===== config.mk =====
export PLATFORM = sky130hd
export DESIGN_NAME = forwardUnit
export DESIGN_NICKNAME = d
export VERILOG_FILES = /design/src/logic/forwardPkg.sv /design/src/logic/forwardControl.sv /design/src/logic/exOperandBypass.sv /design/src/logic/idOperandBypass.sv /design/src/logic/forwardUnit.sv
export SDC_FILE = /design/constraint.sdc
export NUM_CORES = 1
export LEC_CHECK = 0
export ABC_AREA = 1
export BUFFER_PORTS_ARGS = -buffer_cell sky130_fd_sc_hd__buf_4
export CORE_AREA = 4 4 195 197
export DETAILED_ROUTE_END_ITERATION = 10
export DIE_AREA = 0 0 199 201
export GPL_TIMING_DRIVEN = 0
export PLACE_DENSITY = 0.56
export SLEW_MARGIN = 10
export SYNTH_ARGS = -nofsm -noshare
export SYNTH_HDL_FRONTEND = slang
export SYNTH_SLANG_ARGS = --single-unit

===== constraint.sdc =====
create_clock -name CLOCK -period 3.51 [get_ports CLOCK]
set_input_delay 0.8775 -clock CLOCK [delete_from_list [all_inputs] [get_ports CLOCK]]
set_output_delay 0.8775 -clock CLOCK [all_outputs]
set_load 0.01 [all_outputs]

===== src/logic/forwardPkg.sv =====
`default_nettype none

package forwardPkg;

    // register value and register number widths
    localparam int DataWidth    = 32;
    localparam int RegAddrWidth = 5;

    // one register value, operand or load datum
    typedef logic [DataWidth-1:0] word_t;

    // source or destination register number
    typedef logic [RegAddrWidth-1:0] regAddr_t;

    // where an operand is taken from
    typedef enum logic [2:0] {
        // value read from the register file
        srcRegFile = 3'd0,
        // ALU result of the instruction in EX
        srcEx      = 3'd1,
        // EX/MEM ALU result
        srcMem     = 3'd2,
        // load data of a load in MEM
        srcMemLoad = 3'd3,
        // MEM/WB value
        srcWb      = 3'd4,
        // register-file write port this cycle
        srcRfWrite = 3'd5
    } fwdSource_t;

endpackage

`default_nettype wire


===== src/logic/forwardControl.sv =====
`timescale 1ns/10ps
`default_nettype none

module forwardControl
    import forwardPkg::*;
(
    input  regAddr_t   exRs,
    input  regAddr_t   exRt,
    input  logic       useImmediate,
    input  logic       isBranch,
    input  logic       isJumpReg,
    input  regAddr_t   idRs,
    input  regAddr_t   idRt,
    input  regAddr_t   exDest,
    input  logic       exWriteEnable,
    input  regAddr_t   memDest,
    input  logic       memWriteEnable,
    input  logic       memIsLoad,
    input  regAddr_t   wbDest,
    input  logic       wbWriteEnable,
    input  regAddr_t   rfDest,
    input  logic       rfWriteEnable,
    output fwdSource_t exSelA,
    output fwdSource_t exSelB,
    output fwdSource_t branchSelA,
    output fwdSource_t branchSelB,
    output fwdSource_t jumpSel
);

    // register zero and idle producers never match
    function automatic logic producerHit(
        input regAddr_t consumer,
        input regAddr_t dest,
        input logic     writeEnable
    );
        return writeEnable && (consumer != '0) && (consumer == dest);
    endfunction

    // ALU operands, youngest producer first
    function automatic fwdSource_t exPriority(
        input logic memHit,
        input logic wbHit,
        input logic rfHit
    );
        if (memHit) begin
            return srcMem;
        end else if (wbHit) begin
            return srcWb;
        end else if (rfHit) begin
            return srcRfWrite;
        end
        return srcRegFile;
    endfunction

    // ID operands also see the instruction in EX
    function automatic fwdSource_t idPriority(
        input logic exHit,
        input logic memHit,
        input logic isLoad,
        input logic wbHit,
        input logic rfHit
    );
        if (exHit) begin
            return srcEx;
        end else if (memHit) begin
            return isLoad ? srcMemLoad : srcMem;
        end else if (wbHit) begin
            return srcWb;
        end else if (rfHit) begin
            return srcRfWrite;
        end
        return srcRegFile;
    endfunction

    fwdSource_t exRtSource;
    fwdSource_t idRsSource;
    fwdSource_t idRtSource;

    // a load in MEM still gives srcMem since load-use stalls are handled upstream
    assign exSelA = exPriority(
        producerHit(exRs, memDest, memWriteEnable),
        producerHit(exRs, wbDest, wbWriteEnable),
        producerHit(exRs, rfDest, rfWriteEnable)
    );

    assign exRtSource = exPriority(
        producerHit(exRt, memDest, memWriteEnable),
        producerHit(exRt, wbDest, wbWriteEnable),
        producerHit(exRt, rfDest, rfWriteEnable)
    );

    // immediate keeps operand B
    assign exSelB = useImmediate ? srcRegFile : exRtSource;

    assign idRsSource = idPriority(
        producerHit(idRs, exDest, exWriteEnable),
        producerHit(idRs, memDest, memWriteEnable),
        memIsLoad,
        producerHit(idRs, wbDest, wbWriteEnable),
        producerHit(idRs, rfDest, rfWriteEnable)
    );

    assign idRtSource = idPriority(
        producerHit(idRt, exDest, exWriteEnable),
        producerHit(idRt, memDest, memWriteEnable),
        memIsLoad,
        producerHit(idRt, wbDest, wbWriteEnable),
        producerHit(idRt, rfDest, rfWriteEnable)
    );

    assign branchSelA = isBranch ? idRsSource : srcRegFile;
    assign branchSelB = isBranch ? idRtSource : srcRegFile;
    assign jumpSel    = isJumpReg ? idRsSource : srcRegFile;

endmodule

`default_nettype wire


===== src/logic/exOperandBypass.sv =====
`timescale 1ns/10ps
`default_nettype none

module exOperandBypass
    import forwardPkg::*;
(
    input  logic       CLOCK,
    input  logic       RESET,
    input  fwdSource_t exSelA,
    input  fwdSource_t exSelB,
    input  word_t      exOperandA,
    input  word_t      exOperandB,
    input  word_t      memResult,
    input  word_t      wbResult,
    input  word_t      rfData,
    output word_t      exForwardedA,
    output word_t      exForwardedB,
    output logic       exForwarded
);

    // only the older producers can reach the ALU
    function automatic word_t pickOperand(
        input fwdSource_t sel,
        input word_t      regValue,
        input word_t      memValue,
        input word_t      wbValue,
        input word_t      rfValue
    );
        case (sel)
            srcMem:     return memValue;
            srcWb:      return wbValue;
            srcRfWrite: return rfValue;
            default:    return regValue;
        endcase
    endfunction

    word_t nextA;
    word_t nextB;
    logic  anyForward;

    assign nextA      = pickOperand(exSelA, exOperandA, memResult, wbResult, rfData);
    assign nextB      = pickOperand(exSelB, exOperandB, memResult, wbResult, rfData);
    assign anyForward = (exSelA != srcRegFile) || (exSelB != srcRegFile);

    always_ff @(posedge CLOCK) begin
        if (!RESET) begin
            exForwardedA <= '0;
            exForwardedB <= '0;
            exForwarded  <= 1'b0;
        end else begin
            exForwardedA <= nextA;
            exForwardedB <= nextB;
            exForwarded  <= anyForward;
        end
    end

    // EX result and raw load data are ID-stage sources only
    assert property (@(posedge CLOCK) disable iff (!RESET)
        !(exSelA inside {srcEx, srcMemLoad}) && !(exSelB inside {srcEx, srcMemLoad}))
        else $error("EX select names an ID-only source");

endmodule

`default_nettype wire


===== src/logic/idOperandBypass.sv =====
`timescale 1ns/10ps
`default_nettype none

module idOperandBypass
    import forwardPkg::*;
(
    input  fwdSource_t branchSelA,
    input  fwdSource_t branchSelB,
    input  fwdSource_t jumpSel,
    input  word_t      idOperandA,
    input  word_t      idOperandB,
    input  word_t      exResult,
    input  word_t      memResult,
    input  word_t      memLoadData,
    input  word_t      wbResult,
    input  word_t      rfData,
    output word_t      branchOperandA,
    output word_t      branchOperandB,
    output word_t      jumpTarget,
    output logic       branchForwarded,
    output logic       jumpForwarded
);

    // full six-way pick for the ID stage
    function automatic word_t pickSource(
        input fwdSource_t sel,
        input word_t      regValue,
        input word_t      exValue,
        input word_t      memValue,
        input word_t      loadValue,
        input word_t      wbValue,
        input word_t      rfValue
    );
        case (sel)
            srcEx:      return exValue;
            srcMem:     return memValue;
            srcMemLoad: return loadValue;
            srcWb:      return wbValue;
            srcRfWrite: return rfValue;
            default:    return regValue;
        endcase
    endfunction

    assign branchOperandA = pickSource(branchSelA, idOperandA, exResult, memResult,
                                       memLoadData, wbResult, rfData);
    assign branchOperandB = pickSource(branchSelB, idOperandB, exResult, memResult,
                                       memLoadData, wbResult, rfData);

    // jump target comes from rs, so operand A is the fallback
    assign jumpTarget = pickSource(jumpSel, idOperandA, exResult, memResult,
                                   memLoadData, wbResult, rfData);

    assign branchForwarded = (branchSelA != srcRegFile) || (branchSelB != srcRegFile);
    assign jumpForwarded   = (jumpSel != srcRegFile);

endmodule

`default_nettype wire


===== src/logic/forwardUnit.sv =====
`timescale 1ns/10ps
`default_nettype none

module forwardUnit
    import forwardPkg::*;
(
    input  logic     CLOCK,
    input  logic     RESET,
    input  regAddr_t exRs,
    input  regAddr_t exRt,
    input  word_t    exOperandA,
    input  word_t    exOperandB,
    input  logic     useImmediate,
    input  logic     isBranch,
    input  logic     isJumpReg,
    input  regAddr_t idRs,
    input  regAddr_t idRt,
    input  word_t    idOperandA,
    input  word_t    idOperandB,
    input  regAddr_t exDest,
    input  logic     exWriteEnable,
    input  word_t    exResult,
    input  regAddr_t memDest,
    input  logic     memWriteEnable,
    input  logic     memIsLoad,
    input  word_t    memResult,
    input  word_t    memLoadData,
    input  regAddr_t wbDest,
    input  logic     wbWriteEnable,
    input  word_t    wbResult,
    input  regAddr_t rfDest,
    input  logic     rfWriteEnable,
    input  word_t    rfData,
    output word_t    exForwardedA,
    output word_t    exForwardedB,
    output logic     exForwarded,
    output word_t    branchOperandA,
    output word_t    branchOperandB,
    output logic     branchForwarded,
    output word_t    jumpTarget,
    output logic     jumpForwarded
);

    fwdSource_t exSelA;
    fwdSource_t exSelB;
    fwdSource_t branchSelA;
    fwdSource_t branchSelB;
    fwdSource_t jumpSel;

    forwardControl forwardControl_inst (
        .exRs(exRs), .exRt(exRt), .useImmediate(useImmediate),
        .isBranch(isBranch), .isJumpReg(isJumpReg), .idRs(idRs), .idRt(idRt),
        .exDest(exDest), .exWriteEnable(exWriteEnable),
        .memDest(memDest), .memWriteEnable(memWriteEnable), .memIsLoad(memIsLoad),
        .wbDest(wbDest), .wbWriteEnable(wbWriteEnable),
        .rfDest(rfDest), .rfWriteEnable(rfWriteEnable),
        .exSelA(exSelA), .exSelB(exSelB),
        .branchSelA(branchSelA), .branchSelB(branchSelB), .jumpSel(jumpSel)
    );

    // registered ALU operands
    exOperandBypass exOperandBypass_inst (
        .CLOCK(CLOCK), .RESET(RESET),
        .exSelA(exSelA), .exSelB(exSelB),
        .exOperandA(exOperandA), .exOperandB(exOperandB),
        .memResult(memResult), .wbResult(wbResult), .rfData(rfData),
        .exForwardedA(exForwardedA), .exForwardedB(exForwardedB),
        .exForwarded(exForwarded)
    );

    // same-cycle branch and jump operands
    idOperandBypass idOperandBypass_inst (
        .branchSelA(branchSelA), .branchSelB(branchSelB), .jumpSel(jumpSel),
        .idOperandA(idOperandA), .idOperandB(idOperandB),
        .exResult(exResult), .memResult(memResult), .memLoadData(memLoadData),
        .wbResult(wbResult), .rfData(rfData),
        .branchOperandA(branchOperandA), .branchOperandB(branchOperandB),
        .jumpTarget(jumpTarget),
        .branchForwarded(branchForwarded), .jumpForwarded(jumpForwarded)
    );

endmodule

`default_nettype wire


Word-level counts from Yosys, hierarchy flattened

Cells that the tools add are included.

Input bits: 338
Register bits after elaboration: 65

Reduce and logical (&&, ||, !) cells: 39
Eq/ne operators: 35
Mux-type cells: 42

Operators by type and width:

| kind                                                                   | number |
|---|---|
| 32-bit case mux with 5 select lines                                    | 3 |
| 32-bit case mux with 3 select lines                                    | 2 |
| 5-bit equality test                                                    | 14 |
| 3-bit two-way mux                                                      | 22 |
| 3-bit equality test (second input constant)                            | 10 |
| 1-bit logical AND                                                      | 28 |
| 3-bit by 2-bit equality test with 1-bit output (second input constant) | 8 |
| 5-bit nonzero test                                                     | 4 |
| 1-bit two-way mux                                                      | 15 |
| 3-bit nonzero test                                                     | 5 |
| 3-bit by 1-bit equality test with 1-bit output (second input constant) | 3 |
| 1-bit logical OR                                                       | 2 |

Depth between registers and ports, before layout

Gate-level depths: netlist (run 1).

Word-level depth: 11
Gate-level depth with buffers: 17

Cells and area by module

From an unflattened synthesis (run 1), not the netlist that was laid out.

Cells, all modules: 2178
Area total of the unflattened synthesis: 11239.5 um^2

Modules (own cells, without submodules):

| module          | times used | area an instance (um^2) | cells an instance | sequential area each (um^2) |
|---|---|---|---|---|
| idOperandBypass | 1          | 5358.9                  | 1117              | 0.0 |
| exOperandBypass | 1          | 4445.5                  | 720               | 1301.2 |
| forwardControl  | 1          | 1435.1                  | 341               | 0.0 |

Least setup slack after synthesis (run 1)

Ideal clock, no wire load.

Path type: input port to output port
Start point: in idRs[2]
End point: out jumpTarget[10]
Arrival time: 2.451 ns
Stages on the path: 15
Path slack: 0.182 ns
Buffers on the path: 2
Required time: 2.633 ns
Cells stage by stage: buf_2 > inv_1 > nand2_1 > nor2_4 > nor2_2 > nand3_4 > nand2_4 > nor2_4 > inv_1 > nor2_4 > buf_2 > nand2_1 > nand3_1 > nor2_1 > nor2_1

Cells in the longest elaborated chain, start to end: 11
Elaborated cells between the ends (all ways): 28
Classes of those cells: 9 x eq/ne; 10 x mux; 9 x reduce/logical

Ends and longest elaborated chain:

| item                                              | line                  | text |
|---|---|---|
| start, declared                                   | forwardUnit.sv:16     | `input regAddr_t idRs,` |
| 5-bit nonzero test                                | forwardControl.sv:36  | `return writeEnable && (consumer != '0) && (consumer == dest);` |
| 1-bit logical AND (2 in series)                   | forwardControl.sv:36  |  |
| 1-bit two-way mux                                 | forwardControl.sv:69  | `end else if (rfHit) begin` |
| 1-bit two-way mux                                 | forwardControl.sv:67  | `end else if (wbHit) begin` |
| 1-bit two-way mux                                 | forwardControl.sv:65  | `end else if (memHit) begin` |
| 1-bit two-way mux                                 | forwardControl.sv:63  | `if (exHit) begin` |
| 3-bit two-way mux (*)                             | forwardControl.sv:72  | `return srcRegFile;` |
| 3-bit two-way mux (*)                             | forwardControl.sv:113 | `assign jumpSel = isJumpReg ? idRsSource : srcRegFile;` |
| 3-bit equality test, or another cell as far along | idOperandBypass.sv:34 | `case (sel)` |
| 32-bit case mux with 5 select lines (*)           | idOperandBypass.sv:34 |  |
| end, declared                                     | forwardUnit.sv:40     | `output word_t jumpTarget,` |

Every way passes the cells marked *; elsewhere a longest branch is shown, timed or not.

Worst setup path in the final report (run 1)

Start point: in memDest[0]
End point: out branchOperandB[19]

Cells in the longest elaborated chain, start to end: 8
Elaborated cells between the ends (all ways): 14
Classes of those cells: 6 x eq/ne; 7 x mux; 1 x reduce/logical

Ends and longest elaborated chain:

| item                                                          | line                  | text |
|---|---|---|
| start, declared                                               | forwardUnit.sv:23     | `input regAddr_t memDest,` |
| 5-bit equality test (*)                                       | forwardControl.sv:36  |  |
| 1-bit logical AND (*)                                         | forwardControl.sv:36  |  |
| 3-bit two-way mux / 1-bit two-way mux (equally long branches) | forwardControl.sv:65  |  |
| 3-bit two-way mux / 1-bit two-way mux (equally long branches) | forwardControl.sv:63  |  |
| 3-bit two-way mux (*)                                         | forwardControl.sv:72  |  |
| 3-bit two-way mux (*)                                         | forwardControl.sv:112 | `assign branchSelB = isBranch ? idRtSource : srcRegFile;` |
| 3-bit equality test, or another cell as far along             | idOperandBypass.sv:34 |  |
| 32-bit case mux with 5 select lines (*)                       | idOperandBypass.sv:34 |  |
| end, declared                                                 | forwardUnit.sv:38     | `output word_t branchOperandB,` |

Marks and branches as above.

==> results of run 1 <==
repair_timing:
action,in CTS,in global routing
endpoints found under the setup margin,98,98
setup buffers,84,25
pin swaps,123,119
resized for setup,471,239
gates cloned,14,6
cells by family after synthesis:
kind of cell | Yosys count
buffers and inverters | 351
AND/OR/NAND/NOR | 1560
AO/OA/AOI/OAI | 149
flip-flops | 65
XOR/XNOR | 22
cells in the final DEF (no fill, tap or decap), types with 7 or more instances in the layout:
cell type / count
buf_6: 92
nand2_1: 488
clkbuf_1: 41
nand3_4: 12
nand3_1: 226
o21ai_1: 9
nand4_1: 164
o21ai_2: 13
inv_2: 24
buf_4: 519
nor2_4: 48
nor2_1: 383
buf_12: 37
inv_1: 162
o22ai_1: 8
nor2_2: 71
diode_2: 13
a21oi_1: 7
o21ai_0: 90
buf_1: 8
clkbuf_16: 15
nand3_2: 78
clkinvlp_4: 8
xor2_1: 17
buf_2: 13
buf_8: 20
buf_16: 12
nand2_2: 63
dfxtp_1: 65
nand2_4: 18
a21oi_2: 10
layer usage:
layer	track usage [%]	part of all wire, %	vias to the layer above
met5	0	0.018	-
met4	18.71	5.9	2
met3	8.308	12	302
met1	51.43	38	8525
li1	-	-	8228
met2	61.73	44	1463
worst max-delay path by stage:
stage,startpoint,endpoint,slack (ps),cells past startpoint
6_report,memDest[0],branchOperandB[19],-390,17
3_3_place_gp,memDest[0],jumpTarget[22],-760,15
5_1_grt,memDest[0],branchOperandB[19],-440,17
3_5_place_dp,memDest[0],jumpTarget[22],-770,15
4_1_cts,rfDest[1],branchOperandA[10],-270,17
2_1_floorplan,idRs[2],jumpTarget[10],180,15
metrics by stage:
step	TNS [ps]	utilization [%]	area [sq um]	power, W	cells
2_1_floorplan	0	-	10710	0.001477	2147
3_3_place_gp	-53500	41.25	14960	0.002454	3103
3_5_place_dp	-54220	41.25	14960	0.002457	3103
4_1_cts	-14470	49.42	17920	0.003616	3216
5_1_grt	-33350	52.58	19070	0.003905	3251
6_report	-24460	52.59	19070	0.003775	3252
flip-flops by register name, summed over array words and instances, names as in the netlist:
name and cells:
exOperandBypass_inst.exForwardedA 32, exOperandBypass_inst.exForwardedB 32, exOperandBypass_inst.exForwarded 1
area by class of cell:
class | instances | area, sq um | share of cell area, %
Clock inverter | 7 | 77.57 | 0.4068
Antenna cell | 13 | 32.53 | 0.1706
Timing Repair Buffer | 610 | 5403 | 28.33
Tap cell | 468 | 585.6 | 3.071
Sequential cell | 65 | 1301 | 6.824
Clock buffer | 9 | 225.2 | 1.181
Buffer | 145 | 1348 | 7.067
Inverter | 203 | 828.3 | 4.344
Multi-Input combinational cell | 1732 | 9268 | 48.60
where the power goes:
group | switching (W) | internal, W | total (W)
Combinational | 0.00117 | 0.000874 | 0.00204
Clock | 0.000368 | 0.000556 | 0.000924
Sequential | 0.0000186 | 0.000793 | 0.000812
==> impl_metrics.tcl, run 1 <==
set metrics [dict create \
    rsz0062_at_grt "yes" \
    first_global_vias 17500 \
    synthTopCellsByCount "nand2_1, nor2_1, nand3_1" \
    cts_tree "built" \
    synth-edff-count 0 \
    core_sq_mm 0.03626 \
    cts_max_level 3 \
    area_growth_pct 78.06 \
    finalWorstSetupSlack_ps -386.1 \
    io_buffers 488 \
    synth-compound-area-share_pct 7.396 \
    synthTopCellsByArea "nand2_1, nor2_1, nand3_1, dfxtp_1, nand4_1" \
    seq_area_frac_synth_pct 12.15 \
    startpoint_type "input pin" \
    post_drt_wl_per_cell_um 26.01 \
    fillers 3772 \
    synth_top_family_by_area "simple AND/OR/NAND/NOR gates" \
    ios 501 \
    die_h_um 201 \
    synth_fp_nets 2485 \
    cpPeakStageDelay_ps 230 \
    pwr_density_cell_mw_per_mm2 198.0 \
    cp_num_buf_inv 6 \
    synth_area_sq_mm 0.01071 \
    hold_path.startpoint "exOperandA[25]" \
    first_pass_iters 6 \
    via_count 18520 \
    overflow 0 \
    critPathTopFamily "simple AND/OR/NAND/NOR gates" \
    path_class "input pin to output pin" \
    cts_buffers 9 \
    hold_path_end "exOperandBypass_inst.exForwardedA[25]$_SDFF_PN0_" \
    drtIter0Drc 2405 \
    whs_path_depth 3 \
    status "finished, violations left" \
    fmax_ghz 0.2567 \
    maxCapViolCount 0 \
    fin_nets 3104 \
    cts_max_path_buffers 2 \
    route.detailed.drc 0 \
    hold_ws_ps 807.4 \
    drive_gt1_share_pct 39.26 \
    violations "negative setup slack" \
    synth_flop_cell "dfxtp_1" \
    hold_viol_final 0 \
    wl_um 84600 \
    yosys.area_share.adder_pct 0 \
    slowest_stage "o21ai_2" \
    track_usage_pct 39.40 \
    ctsHoldBuffers 0 \
    place.gp.congestion 1.018 \
    start_util_pct 29.53 \
    ys_seq_elements 65 \
    synthDistinctLibCells 39 \
    irDropWorstVdd_uv 220.1 \
    arrival_ps 3020 \
    cts_sinks 65 \
    fp.dieW_um 199 \
    yosysTopAreaCell "nand2_1" \
    synthMostInstantiatedCell "nand2_1" \
    relSlewSlack_pct 49.25 \
    synthArstFlopShare_pct 0 \
    grt_pass1_wl_um 117800 \
    worst_setup_path_end_kind "output pin" \
    antenna_found_initial 14 \
    syn_avg_cell_area_sq_um 4.988 \
    routed_via_density 5.695 \
    synth_mux_area_share_pct 0 \
    clk_pin_slew_ps 60 \
    tightest_slew_ps 754.9 \
    dieArea_sq_mm 0.04000 \
    synth_xor_area_share_pct 1.799 \
    worstHoldPathType "input pin to register" \
    dpl.hpwl_um 64070 \
    setup_violations 97 \
    antenna_left 0 \
    p_leak_nw 9.202 \
    cts_root_buf "clkbuf_16" \
    cp.required_ps 2630 \
    period_share_pct 111.0 \
    grt_max_degree 14 \
    period_needed_ps 3896 \
    worstPathMaxFanout 8 \
    pre_cts_ws_ps -767.4 \
    final-max-slew-violation-count 0 \
    yosysWarnings 0 \
    netlist_instances 2147 \
    synthSimpleGateAreaFrac_pct 64.17 \
    cp_cell_sequence "buf_12, clkinvlp_4, buf_6, nand2_4, nand3_4, nor2_4, nand2_4, nand2_4, nand3_4, buf_6, nand2_4, buf_6, nand3_4, o21ai_2, nor2_2, nor2_2, buf_6" \
    rows 70 \
    synth_top_area_share_pct 19.80 \
]
Note: power is estimated with default switching activity, not from simulation.
==> run 2, diff against run 1 <==
PLACE_DENSITY = 0.53   (was 0.56)
==> run 2 against run 1 <==
  * Sequential share of layout area barely moved
  * Combinational power barely moved
  * The flow still finishes with violations (negative setup slack)
  * Worst hold slack improved by 18 ps
  * Cell area barely moved
  * Maximum frequency rose by 1.2%
  * Cell count fell by 0.28%
  * First-iteration DRC count fell by 7.9%
  * Total power rose by 3.8%
  * Critical path depth did not move
==> impl_metrics.tcl, run 2 (synthesis gave the netlist of run 1 again) <==
set metrics [dict create \
    status "finished, violations left" \
    violations "negative setup slack" \
    startpoint_type "input pin" \
    routed_via_density 5.666 \
    core_sq_mm 0.03626 \
    hold_ws_ps 825.7 \
    stdcell_count 3243 \
    finalWorstSetupSlack_ps -341.0 \
    worst_setup_path_end_kind "output pin" \
    antenna_found_initial 10 \
    final_util_pct 52.55 \
    final-max-slew-violation-count 0 \
    tightest_slew_ps 998.8 \
    route.detailed.drc 0 \
    drtIter0Drc 2215 \
    hold_viol_final 0 \
    cts_root_buf "clkbuf_16" \
    irDropWorstVdd_uv 243.4 \
    clk_pin_slew_ps 60 \
    drive_gt1_share_pct 38.54 \
    grt_pass1_wl_um 120100 \
    fp.dieW_um 199 \
    ios 501 \
    mostFrequentLayoutCell "buf_4" \
    area_growth_pct 77.92 \
    fin_nets 3099 \
    worstHoldPathType "input pin to register" \
    overflow 0 \
    dieArea_sq_mm 0.04000 \
    track_usage_pct 40.25 \
    p_leak_nw 9.263 \
    worstPathMaxFanout 7 \
    arrival_ps 2970 \
    pre_cts_ws_ps -874.6 \
    cts_buffers 9 \
    design_area_sq_mm 0.01905 \
    io_buffers 488 \
    post_drt_wl_per_cell_um 26.54 \
    final_cell_mix "buf_4, nand2_1, nor2_1" \
    first_pass_iters 8 \
    relSlewSlack_pct 32.86 \
    maxCapViolCount 0 \
    dpl.cell_count 3103 \
    cts_max_level 3 \
    hold_path.startpoint "exOperandA[26]" \
    setup_violations 96 \
    placed_cell_area_sq_mm 0.01496 \
    whs_path_depth 3 \
    period_share_pct 109.7 \
    via_count 18380 \
    wl_um 86060 \
    rows 70 \
    largest_registers "exOperandBypass_inst.exForwardedA (32), exOperandBypass_inst.exForwardedB (32), exOperandBypass_inst.exForwarded (1)" \
    dpl.hpwl_um 66040 \
    rsz0062_at_grt "yes" \
    place.gp.congestion 1.013 \
    start_util_pct 29.53 \
    path_class "input pin to output pin" \
    grt_max_degree 12 \
    pwr_density_cell_mw_per_mm2 205.7 \
    cp.required_ps 2630 \
    cts_max_path_buffers 2 \
    first_global_vias 17620 \
    die_h_um 201 \
    antenna_left 0 \
    period_needed_ps 3851 \
    fmax_ghz 0.2597 \
    cts_tree "built" \
    hold_path_end "exOperandBypass_inst.exForwardedA[26]$_SDFF_PN0_" \
    cts_sinks 65 \
]
-- run 2: final cells by class --
class	count	area, sq um
well taps	468	585.6
clock buffers	12	256.5
multi-input cells	1732	9343
repair buffers	605	5284
fillers	3782	17210
clock inverters	4	98.84
plain buffers	145	1339
inverters	203	823.3
diodes	9	22.52
flip-flops and latches	65	1301
-- run 2: worst max-delay path by stage --
stage | startpoint | endpoint | slack [ps] | cells past startpoint
after floorplan | idRs[2] | jumpTarget[10] | 180 | 15
after global placement | memDest[0] | branchOperandA[9] | -880 | 16
after detailed placement | memDest[0] | branchOperandA[9] | -870 | 16
after CTS | idRs[0] | branchOperandA[9] | -260 | 14
after global routing | memDest[0] | jumpTarget[20] | -410 | 18
final | memDest[0] | jumpTarget[18] | -340 | 17
-- run 2: layer usage --
layer	track usage, %	share of wire [%]	wire, um
met1	51.32	39	33200
met2	63.94	45	38720
met3	8.711	11	9051
met4	19.98	5.9	5072
met5	0	0.015	13
-- run 2: where the power goes --
group	internal, W	leakage [nW]	switching, W	total [W]
Sequential	0.000794	0.542	0.0000185	0.000812
Clock	0.000734	0.173	0.000335	0.00107
Combinational	0.000868	8.55	0.00117	0.00204
Total	0.00240	9.26	0.00152	0.00392
-- run 2: critical path, cell delays in order --
cell	delay, ps
buf_8	80
clkinvlp_4	120
nand2_2	90
nand3_2	60
nor2_2	170
inv_2	80
nor2_8	210
nand4_1	280
inv_2	170
buf_12	140
buf_12	110
buf_12	140
nand2_2	50
nand3_2	70
nor2_4	50
nor2_1	110
buf_4	130
-- run 2: through the flow --
| stage | setup TNS (ps) | power (W) |
|---|---|---|
| global placement | -56820 | 0.002469 |
| global route | -32170 | 0.004041 |
| finish | -23610 | 0.003918 |
| detailed placement | -57940 | 0.002474 |
| CTS | -17680 | 0.003791 |
| floorplan | 0 | 0.001477 |
-- run 2: repair_timing --
action | CTS | global route
setup endpoints to repair | 98 | 98
pin swaps | 163 | 114
hold buffers | 0 | 0
gates cloned | 12 | 3
setup buffers | 83 | 23
resized for setup | 514 | 173
endpoints found under the hold margin | 0 | 0
==> run 3, diff against run 2 <==
CORE_AREA = 4 4 191 193   (was 4 4 195 197)
DIE_AREA = 0 0 195 197   (was 0 0 199 201)
PLACE_DENSITY = 0.55   (was 0.53)
==> run 3 against run 2 <==
  * The run still ends with negative setup slack left
  * Sequential share of layout area shrank 0.45 points
  * Global-route usage increased by 1.6 points
  * Cell count increased by 1.2%
  * Maximum frequency shrank 1.4%
  * Non-clock buffer count is 50 higher
  * Die area decreased by 4.0%
  * Critical path type unchanged
  * Critical endpoint is now branchOperandA[29]
  * Largest cell class unchanged
==> impl_metrics.tcl, run 3 (synthesis gave the netlist of run 1 again) <==
set metrics [dict create \
    status "finished, violations left" \
    violations "negative setup slack" \
    m1WireLength_um 32700 \
    cts_sinks 65 \
    arrival_ps 3030 \
    p_leak_nw 9.673 \
    rsz0062_at_grt "yes" \
    relSlewSlack_pct 42.73 \
    first_global_vias 18180 \
    place.gp.congestion 1.039 \
    worstPathMaxFanout 8 \
    drtIter0Drc 2515 \
    start_util_pct 31.00 \
    via_count 19430 \
    ctsHoldBuffers 0 \
    setup_violations 96 \
    dieArea_sq_mm 0.03842 \
    final_cell_mix "buf_4, nand2_1, nor2_1" \
    crit_start "memDest[0]" \
    route.met2.wl_um 39010 \
    io_buffers 488 \
    dpl.hpwl_um 65950 \
    largest_registers "exOperandBypass_inst.exForwardedA (32), exOperandBypass_inst.exForwardedB (32), exOperandBypass_inst.exForwarded (1)" \
    ios 501 \
    grt_max_degree 13 \
    startpoint_type "input pin" \
    grt_pass1_wl_um 120300 \
    hold_path_end "exOperandBypass_inst.exForwardedA[22]$_SDFF_PN0_" \
    worstHoldPathType "input pin to register" \
    hold_path.startpoint "exOperandA[22]" \
    maxCapViolCount 0 \
    overflow 0 \
    first_pass_iters 7 \
    cts_tree "built" \
    hold_viol_final 0 \
    cts_max_level 3 \
    clk_pin_slew_ps 60 \
    path_class "input pin to output pin" \
    rows 68 \
    fin_nets 3149 \
    finalWorstSetupSlack_ps -395.3 \
    die_h_um 197 \
    fillers 3268 \
    wl_met3_um 11920 \
    wl_um 90460 \
    highest_layer "met5" \
    period_share_pct 111.3 \
    mostFrequentLayoutCell "buf_4" \
    track_usage_pct 41.87 \
    core_sq_mm 0.03454 \
    dpl.cell_count 3090 \
    cts_max_path_buffers 2 \
    fmax_ghz 0.2561 \
    drive_gt1_share_pct 44.03 \
    stdcell_count 3283 \
    cts_buffers 9 \
    hold_ws_ps 821.3 \
    final-max-slew-violation-count 0 \
    fp.dieW_um 195 \
    tightest_slew_ps 851.9 \
    whs_path_depth 3 \
    route.detailed.drc 0 \
    antenna_found_initial 12 \
    pre_cts_ws_ps -843.8 \
    irDropWorstVdd_uv 418.3 \
    pwr_density_cell_mw_per_mm2 186.3 \
    area_growth_pct 90.45 \
    post_drt_wl_per_cell_um 27.55 \
    cp.required_ps 2630 \
    worst_setup_path_end_kind "output pin" \
    cts_root_buf "clkbuf_16" \
    tns_ps -30310 \
    period_needed_ps 3905 \
    routed_via_density 5.918 \
    antenna_left 0 \
]
run 3: cell count changes in the layout (fill, tap and decap cells not counted), moves of 7 or more:
cell	before	now
buf_4	531	540
nand3_1	232	177
inv_2	16	23
buf_12	42	58
nand3_2	63	107
nand2_1	485	438
nor2_4	45	59
buf_6	71	94
clkbuf_16	12	22
nand2_4	26	40
nand3_4	21	32
inv_1	171	160
nand2_2	57	89
nor2_1	385	369
run 3: final cells by class:
type,instances,area [sq um],share of cell area [%]
Clock inverter,6,42.54,0.2086
Timing Repair Buffer,655,5972,29.28
Multi-Input combinational cell,1732,9993,49.00
Clock buffer,10,239.0,1.172
Buffer,145,1413,6.926
Sequential cell,65,1301,6.380
Tap cell,455,569.3,2.791
Inverter,203,835.8,4.098
Antenna cell,12,30.03,0.1472
run 3: repair_timing:
item                       4_1_cts  5_1_grt
setup buffers                  108       40
pin swaps                      162      227
gates cloned                    15       15
resized for setup              543      359
setup endpoints to repair       98       98
run 3: through the flow:
stage	util (%)	total power, W	cell area (sq um)
after detailed placement	43.26	0.002480	14940
after global placement	43.26	0.002474	14940
after CTS	53.80	0.003574	18580
final	59.04	0.003800	20400
after global routing	59.04	0.003905	20390
after floorplan	-	0.001477	10710
run 3: worst max-delay path by stage:
stage / to / slack (ps)
global placement: branchOperandB[22] / -850
detailed placement: branchOperandB[22] / -840
floorplan: jumpTarget[10] / 180
global route: branchOperandA[4] / -450
finish: branchOperandA[29] / -400
CTS: jumpTarget[20] / -260
run 3: power by group:
| group | leakage [nW] | internal, W | switching (W) | total (W) |
|---|---|---|---|---|
| registers | 0.542 | 0.000793 | 0.0000166 | 0.000810 |
| clock network | 0.135 | 0.000498 | 0.000335 | 0.000833 |
| logic | 9.00 | 0.000912 | 0.00125 | 0.00216 |
run 3: metal layers:
metal / GRT usage (%) / vias up
met5: 0 / -
met4: 24.41 / 2
met3: 11.40 / 491
met2: 65.44 / 1701
met1: 51.88 / 8918
li1: - / 8317
run 3: worst max-delay path: stages:
cell and delay, ps:
buf_12 80, clkinvlp_4 190, nand2_2 150, nand3_2 80, nor2_4 110, inv_2 70, nor2_8 200, buf_6 130
nand4_4 120, inv_8 140, buf_12 130, buf_12 130, nand2_2 40, nand2_1 50, inv_1 40, nand3_2 60
nor2_1 40, nor2_1 170, buf_4 160
